==> config.mk <==
export PLATFORM = sky130hd
export DESIGN_NAME = tpmManagement
export DESIGN_NICKNAME = d
export VERILOG_FILES = /design/src/hw/tpmMgmtPkg.sv /design/src/hw/tpmManagement.sv /design/src/hw/restorePolicy.sv /design/src/hw/startupCounters.sv /design/src/hw/lifecycleFsm.sv
export SDC_FILE = /design/constraint.sdc
export NUM_CORES = 1
export LEC_CHECK = 0
export BUFFER_PORTS_ARGS = -buffer_cell sky130_fd_sc_hd__buf_2
export CORE_ASPECT_RATIO = 1.25
export CORE_MARGIN = 5
export CORE_UTILIZATION = 40
export CTS_CLUSTER_SIZE = 30
export DETAILED_ROUTE_END_ITERATION = 8
export PLACE_DENSITY_LB_ADDON = 0.05
export SKIP_LAST_GASP = 1
export SYNTH_ARGS = -nofsm -noshare
export SYNTH_HDL_FRONTEND = slang
export SYNTH_SLANG_ARGS = --single-unit
export TNS_END_PERCENT = 10
==> constraint.sdc <==
create_clock -name clock -period 3.06 [get_ports clock]
set_clock_uncertainty 0.05 [all_clocks]
set_input_delay 0.306 -clock clock [delete_from_list [all_inputs] [get_ports clock]]
set_output_delay 0.306 -clock clock [all_outputs]
set_load 0.005 [all_outputs]
==> src/hw/tpmMgmtPkg.sv <==
// command codes, count widths, lifecycle enums and the structs shared by the TPM manager
`default_nettype none

package tpmMgmtPkg;

	typedef logic [31:0] commandCodeT;

	localparam commandCodeT ccIncrementalSelfTest = 32'h0000_0142;
	localparam commandCodeT ccSelfTest            = 32'h0000_0143;
	localparam commandCodeT ccStartup             = 32'h0000_0144;
	localparam commandCodeT ccShutdown            = 32'h0000_0145;

	// startup / shutdown type carried in the param bit
	localparam logic suClear = 1'b0;
	localparam logic suState = 1'b1;

	typedef struct packed {
		commandCodeT code;
		logic        param; // su type, or fullTest for self-test
	} commandT;

	typedef logic [15:0] testCountT;

	typedef struct packed {
		testCountT testsRun;
		testCountT testsPassed;
		testCountT untested;
	} selfTestStatusT;

	typedef enum logic [2:0] {
		powerOff       = 3'd0,
		initialization = 3'd1,
		startup        = 3'd2,
		operational    = 3'd3,
		selfTest       = 3'd4,
		failureMode    = 3'd5,
		shutdown       = 3'd6
	} opStateT;

	// 0 is left unused, it marks "no startup"
	typedef enum logic [1:0] {
		tpmReset   = 2'd1,
		tpmRestart = 2'd2,
		tpmResume  = 2'd3
	} startupKindT;

	typedef struct packed {
		logic        fire; // one cycle, in the startup state
		startupKindT kind;
	} startupEventT;

	typedef enum logic [1:0] {
		fullDefault   = 2'd0,
		psPreserved   = 2'd1,
		fullPreserved = 2'd2
	} pcrSaveT;

	typedef struct packed {
		logic platform;
		logic platformNv;
		logic owner;
		logic endorsement;
	} hierarchyT;

	// 1 = preserved, 0 = default
	typedef struct packed {
		logic    platformAuth;
		logic    nvIndex;
		pcrSaveT pcrSave;
		logic    contextArray; // saved session contexts
		logic    audit;
		logic    commit;
		logic    act;
		logic    regenerateSecrets; // null proof/seed, context key, commit nonce
	} restoreSelectT;

endpackage

`default_nettype wire
==> src/hw/tpmManagement.sv <==
// TPM management top level joining lifecycle FSM, startup counters and restore policy
`default_nettype none

module tpmManagement #(
	parameter int unsigned           counterWidth  = 32,
	parameter tpmMgmtPkg::testCountT fullTestCount = 16'd40
) (
	input  wire                             clock,
	input  wire                             reset_n,
	input  wire tpmMgmtPkg::commandT        command,
	input  wire                             commandValid,
	output logic                            commandReady,
	input  wire                             orderlyAtPowerOn,
	input  wire                             restoreOk,
	input  wire tpmMgmtPkg::selfTestStatusT selfTest,
	output tpmMgmtPkg::opStateT             opState,
	output logic                            shutdownSave,
	output logic [counterWidth-1:0]         resetCount,
	output logic [counterWidth-1:0]         restartCount,
	output logic [counterWidth-1:0]         clearCount,
	output tpmMgmtPkg::hierarchyT           hierarchy,
	output tpmMgmtPkg::restoreSelectT       selects,
	output logic                            initialized
);

	tpmMgmtPkg::startupEventT startupEvent; // FSM to counters and policy

	lifecycleFsm #(.fullTestCount(fullTestCount)) fsm (
		.clock(clock),
		.reset_n(reset_n),
		.command(command),
		.commandValid(commandValid),
		.commandReady(commandReady),
		.orderlyAtPowerOn(orderlyAtPowerOn),
		.restoreOk(restoreOk),
		.selfTest(selfTest),
		.opState(opState),
		.startupEvent(startupEvent),
		.shutdownSave(shutdownSave)
	);

	startupCounters #(.counterWidth(counterWidth)) counters (
		.clock(clock),
		.reset_n(reset_n),
		.startupEvent(startupEvent),
		.resetCount(resetCount),
		.restartCount(restartCount),
		.clearCount(clearCount)
	);

	restorePolicy policy (
		.clock(clock),
		.reset_n(reset_n),
		.startupEvent(startupEvent),
		.hierarchy(hierarchy),
		.selects(selects),
		.initialized(initialized)
	);

endmodule

`default_nettype wire

==> src/hw/restorePolicy.sv <==
// hierarchy enables, preserve/default selects, initialized flag and secret regeneration pulse
`default_nettype none

module restorePolicy (
	input  wire                            clock,
	input  wire                            reset_n,
	input  wire tpmMgmtPkg::startupEventT  startupEvent,
	output tpmMgmtPkg::hierarchyT          hierarchy,
	output tpmMgmtPkg::restoreSelectT      selects,
	output logic                           initialized
);

	// select set for one startup kind
	function automatic tpmMgmtPkg::restoreSelectT selectsFor(tpmMgmtPkg::startupKindT kind);
		tpmMgmtPkg::restoreSelectT s;
		s = '{platformAuth: 1'b1, nvIndex: 1'b1, pcrSave: tpmMgmtPkg::psPreserved,
			contextArray: 1'b1, audit: 1'b1, commit: 1'b1, act: 1'b1,
			regenerateSecrets: 1'b0}; // resume keeps everything
		case (kind)
			tpmMgmtPkg::tpmReset: begin
				s = '0;
				s.pcrSave = tpmMgmtPkg::fullDefault;
				s.regenerateSecrets = 1'b1;
			end
			tpmMgmtPkg::tpmRestart: begin
				s.platformAuth = 1'b0;
				s.nvIndex = 1'b0;
				s.act = 1'b0;
				s.pcrSave = tpmMgmtPkg::fullDefault;
			end
			default: s.pcrSave = tpmMgmtPkg::psPreserved;
		endcase
		return s;
	endfunction

	always_ff @(posedge clock or negedge reset_n) begin
		if (!reset_n) begin
			hierarchy <= '0;
			initialized <= 1'b0;
			selects <= '{platformAuth: 1'b1, nvIndex: 1'b1, pcrSave: tpmMgmtPkg::fullPreserved,
				contextArray: 1'b1, audit: 1'b1, commit: 1'b1, act: 1'b1,
				regenerateSecrets: 1'b0};
		end else if (startupEvent.fire) begin
			selects <= selectsFor(startupEvent.kind);
			initialized <= 1'b1;
			hierarchy.platform <= 1'b1;
			if (startupEvent.kind != tpmMgmtPkg::tpmResume) begin
				hierarchy.platformNv <= 1'b1;
				hierarchy.owner <= 1'b1;
				hierarchy.endorsement <= 1'b1;
			end
		end else begin
			selects.regenerateSecrets <= 1'b0; // pulse ends, other selects hold
		end
	end

	// secrets are regenerated once per Reset, never on back-to-back cycles
	regenerateIsPulse: assert property (@(posedge clock) disable iff (!reset_n)
		selects.regenerateSecrets |=> !selects.regenerateSecrets);

endmodule

`default_nettype wire

==> src/hw/startupCounters.sv <==
// reset, restart and clear counters advanced on startup events
`default_nettype none

module startupCounters #(
	parameter int unsigned counterWidth = 32
) (
	input  wire                            clock,
	input  wire                            reset_n,
	input  wire tpmMgmtPkg::startupEventT  startupEvent,
	output logic [counterWidth-1:0]        resetCount,
	output logic [counterWidth-1:0]        restartCount,
	output logic [counterWidth-1:0]        clearCount
);

	localparam logic [counterWidth-1:0] one = counterWidth'(1);

	always_ff @(posedge clock or negedge reset_n) begin
		if (!reset_n) begin
			resetCount <= '0;
			restartCount <= '0;
			clearCount <= '0;
		end else if (startupEvent.fire) begin
			case (startupEvent.kind)
				tpmMgmtPkg::tpmReset: begin
					resetCount <= resetCount + one;
					restartCount <= '0;
					clearCount <= '0;
				end
				tpmMgmtPkg::tpmRestart: begin
					restartCount <= restartCount + one;
					clearCount <= clearCount + one;
				end
				tpmMgmtPkg::tpmResume: begin
					restartCount <= restartCount + one; // clear count holds
				end
				default: begin
					resetCount <= resetCount;
				end
			endcase
		end
	end

	// the FSM only fires with a decoded startup kind
	fireHasKind: assert property (@(posedge clock) disable iff (!reset_n)
		startupEvent.fire |-> startupEvent.kind != tpmMgmtPkg::startupKindT'(2'd0));

endmodule

`default_nettype wire

==> src/hw/lifecycleFsm.sv <==
// operational-state FSM with command handshake, startup decode, orderly and shutdown records
`default_nettype none

module lifecycleFsm #(
	parameter tpmMgmtPkg::testCountT fullTestCount = 16'd40
) (
	input  wire                        clock,
	input  wire                        reset_n,
	input  wire tpmMgmtPkg::commandT   command,
	input  wire                        commandValid,
	output logic                       commandReady,
	input  wire                        orderlyAtPowerOn,
	input  wire                        restoreOk,
	input  wire tpmMgmtPkg::selfTestStatusT selfTest,
	output tpmMgmtPkg::opStateT        opState,
	output tpmMgmtPkg::startupEventT   startupEvent,
	output logic                       shutdownSave
);

	tpmMgmtPkg::opStateT     nextState;
	tpmMgmtPkg::startupKindT startupKind;
	logic accept;
	logic paramBit; // param of the last accepted command
	logic orderly;

	assign commandReady = (opState == tpmMgmtPkg::initialization) ||
		(opState == tpmMgmtPkg::operational) || (opState == tpmMgmtPkg::failureMode);
	assign accept = commandValid && commandReady;

	// startup outcome, only meaningful while in startup
	always_comb begin
		startupKind = tpmMgmtPkg::startupKindT'(2'd0);
		if (opState == tpmMgmtPkg::startup) begin
			if (!orderly) begin
				if (paramBit == tpmMgmtPkg::suClear)
					startupKind = tpmMgmtPkg::tpmReset;
			end else if (paramBit == tpmMgmtPkg::suClear) begin
				startupKind = tpmMgmtPkg::tpmRestart;
			end else if (restoreOk) begin
				startupKind = tpmMgmtPkg::tpmResume;
			end
		end
	end

	assign startupEvent = '{fire: (startupKind != tpmMgmtPkg::startupKindT'(2'd0)),
		kind: startupKind};

	always_comb begin
		nextState = opState;
		case (opState)
			tpmMgmtPkg::powerOff: nextState = tpmMgmtPkg::initialization;
			tpmMgmtPkg::initialization: begin
				if (accept && command.code == tpmMgmtPkg::ccStartup)
					nextState = tpmMgmtPkg::startup;
			end
			tpmMgmtPkg::startup: begin
				if (startupEvent.fire)
					nextState = tpmMgmtPkg::operational;
				else if (orderly)
					nextState = tpmMgmtPkg::failureMode; // state restore failed
				else
					nextState = tpmMgmtPkg::initialization; // SU_STATE after a cold power-on
			end
			tpmMgmtPkg::operational: begin
				if (accept && (command.code == tpmMgmtPkg::ccSelfTest ||
						command.code == tpmMgmtPkg::ccIncrementalSelfTest))
					nextState = tpmMgmtPkg::selfTest;
				else if (accept && command.code == tpmMgmtPkg::ccShutdown)
					nextState = tpmMgmtPkg::shutdown;
			end
			tpmMgmtPkg::selfTest: begin
				if (selfTest.testsPassed != selfTest.testsRun)
					nextState = tpmMgmtPkg::failureMode;
				else if (paramBit && selfTest.testsPassed == fullTestCount)
					nextState = tpmMgmtPkg::operational; // full test complete
				else if (!paramBit && selfTest.untested == '0)
					nextState = tpmMgmtPkg::operational;
			end
			tpmMgmtPkg::shutdown: nextState = tpmMgmtPkg::operational;
			default: nextState = tpmMgmtPkg::failureMode; // failure mode is absorbing
		endcase
	end

	always_ff @(posedge clock or negedge reset_n) begin
		if (!reset_n) begin
			opState <= tpmMgmtPkg::powerOff;
			orderly <= 1'b0;
			shutdownSave <= 1'b0;
		end else begin
			opState <= nextState;
			if (opState == tpmMgmtPkg::powerOff) begin
				orderly <= orderlyAtPowerOn;
			end else if (opState == tpmMgmtPkg::shutdown) begin
				orderly <= 1'b1;
				shutdownSave <= paramBit;
			end
		end
	end

	always_ff @(posedge clock) begin
		if (accept)
			paramBit <= command.param;
	end

	// nothing may be taken while a startup, self-test or shutdown is in flight
	busyNotReady: assert property (@(posedge clock) disable iff (!reset_n)
		(opState inside {tpmMgmtPkg::startup, tpmMgmtPkg::selfTest, tpmMgmtPkg::shutdown})
		|-> !commandReady);

endmodule

`default_nettype wire

==> impl_metrics.json <==
{
  "outcome": "finished with violations",
  "violations": "negative hold slack",
  "synth.area.top_cells": "dfrtp_1 (47%), xor2_1 (8.4%), xnor2_1 (6.8%), nor2_1 (4.3%), nand3_1 (3.1%)",
  "yosysSeqAreaShare": 0.494,
  "postCtsResizedCells": 0,
  "die_y_um": 142,
  "finalCritPeriodShare": 0.891,
  "core_area_mm2": 0.0137,
  "drcViolationCount": 0,
  "clkLatencyLatePin_ps": 340,
  "cpLargestDelayFamily": "simple AND/OR/NAND/NOR gates",
  "num_antenna_cells": 0,
  "path_max_fanout": 7,
  "cts_setup_buffers": 0,
  "fmax_mhz": 367,
  "hold_viol_final": 12,
  "wl_per_cell_um": 14.8,
  "holdWs_ps": -20.0,
  "rsz0062_at_grt": "no",
  "grt_pass1_vias": 4807,
  "critical_path_class": "flip-flop to flip-flop",
  "area_growth_syn_to_layout_pct": 27.1,
  "antenna_found_initial": 0,
  "grt_overflow_total": 0,
  "arrival_ps": 2900,
  "cts.path.max_buffers": 2,
  "synth_seq_cells": 109,
  "synthCells": 556,
  "grt_use_total": 0.172,
  "die_area_mm2": 0.0163,
  "async_reset_ff_frac": 0.991,
  "fin_nets": 849,
  "yosysMostFrequentCell": "dfrtp_1",
  "cts_hold_buf": 0,
  "yosys.area_share.adder": 0.0181,
  "p_leak_nw": 3.68,
  "synth.avg_cell_area_um2": 9.96,
  "synth_fp_nets": 650,
  "ir_drop_mv": 0.235,
  "avgViaCountPerCell": 5.07,
  "synth_top_family_by_area": "simple AND/OR/NAND/NOR gates",
  "yosysTopAreaCell": "dfrtp_1",
  "numCtsBuffers": 9,
  "slowest_stage": "edfxtp_1",
  "synth_edf_count": 1,
  "startpoint_type": "flip-flop",
  "totalWireLength_um": 13800,
  "grt_pass1_wl_um": 23100,
  "setup_viol": 0,
  "slew_headroom": 0.492,
  "die_width_um": 115,
  "ys_top_cells_by_count": "dfrtp_1 (105), nor2_1 (64), xor2_1 (53), nand2_1 (45), xnor2_1 (43)",
  "synth-simple-area-share": 0.254,
  "ys_types": 51,
  "pin_count": 201,
  "crit_buf_inv": 1,
  "ys.flop_type": "dfrtp_1",
  "floorplan.initialDensity": 0.405,
  "required_ps": 3230,
  "cpPeakStageDelay_ps": 490,
  "drv_slew": 0,
  "worst_pin_slew_ps": 762,
  "vias": 4739,
  "final_layout_size_suffix_gt1_frac": 0.325,
  "io_buffer_count": 200,
  "drt_first_pass_iters": 5,
  "root_buffer": "clkbuf_16",
  "synth_compound_area_frac": 0.0434,
  "cts_tree": "yes",
  "grt_max_degree": 57,
  "critPathCaptureType": "flip-flop",
  "power_density_mw_per_mm2": 444,
  "crit_chain": "o21ai_0, nand2_1, inv_1, ha_1, nand3_1, nor3_2, and3_1, and3_1, nand3_1, xnor2_1",
  "ant_nets": 0,
  "r2r-start": "fsm.paramBit",
  "clk_pin_slew_ps": 70,
  "synthMuxAreaShare": 0.00768,
  "rows": 48,
  "detail_route.iter0.violations": 236,
  "place_congestion": 0.780,
  "clock_sinks": 109,
  "synth_warnings": 0,
  "final.min_clock_period_ps": 2730,
  "drv_cap": 0,
  "dpl.hpwl_um": 10500,
  "setup_tns_ps": 0,
  "syn_area_mm2": 0.00554,
  "worst_hold_path_type": "input pin to asynchronous set/reset pin",
  "htree_num_levels": 3,
  "synth_xor_area_frac": 0.152,
  "cp-startpoint": "fsm.paramBit",
  "synth_top_area_frac": 0.474
}
## flip-flops by register name, indices dropped and copies added, names as in the netlist
name,cells
counters.clearCount,32
counters.resetCount,32
counters.restartCount,32
policy.selects,5
fsm.opState,3
fsm.orderly,1
fsm.paramBit,1
fsm.shutdownSave,1
policy.hierarchy,1
policy.initialized,1
## cell usage in the layout, fill, tap and decap left out, drive strengths merged, types with 3 or more instances in the layout
cell type  count
nand2         45
clkbuf        11
nand4         25
inv           15
or2            5
nor2b          6
buf          210
ha             8
a21oi         14
xor2          53
and2           4
o21ai         19
dfrtp        105
nor2          65
or3           13
nor4b          3
and3          16
nand3         34
nor4          17
nor3          14
and4           7
xnor2         43
dfstp          3
## metrics by stage
stage               power (mW)  cells   util  instance area [um^2]  setup slack [ps]
floorplan                 1.78    556      -                  5540               311
global placement          1.96    919  0.492                  6730               364
detailed placement        1.96    919  0.492                  6730               309
CTS                       3.18    934  0.514                  7040               296
global route              3.27    934  0.514                  7040              52.1
finish                    3.12    934  0.514                  7040               334
## cell families after synthesis
| group | count (synthesis) |
|---|---|
| AOI/OAI and AO/OA | 41 |
| xor gates and xnor gates | 96 |
| adders and majority gates | 8 |
| buffers and inverters | 36 |
| DFF | 109 |
| muxes | 4 |
| and+or+nand+nor | 262 |
## final cells by class
type,count,area [um^2]
fillers,1308,6650
flip-flops and latches,109,2740
multi-input cells,411,2630
repair buffers,210,1090
clock buffers,11,253
well taps,175,219
clock inverters,4,55.1
inverters,14,52.6
## routing by layer
layer	wire length, um	track usage	vias up
li1	-	-	2304
met4	218	0.0501	0
met3	819	0.0371	25
met5	0	0	-
met1	5900	0.222	2275
met2	6880	0.289	135
## final timing paths
check	end	cells after the start	slack [ps]
min in group clock	fsm.paramBit	1	100
setup reg to reg	counters.resetCount[24]	10	330
setup / recovery	counters.resetCount[24]	10	330
hold / removal	counters.restartCount[17]	1	-20
max in group asynchronous	counters.clearCount[8]	2	2210
hold reg to reg	counters.resetCount[18]	1	440
## where the power goes
part | internal, mW | total [mW] | leakage [nW] | switching [mW]
clock | 0.680 | 1.19 | 0.148 | 0.515
sequential | 1.52 | 1.59 | 1.48 | 0.0743
combinational | 0.171 | 0.333 | 2.05 | 0.163
Note: power is estimated with default switching activity, not from simulation.
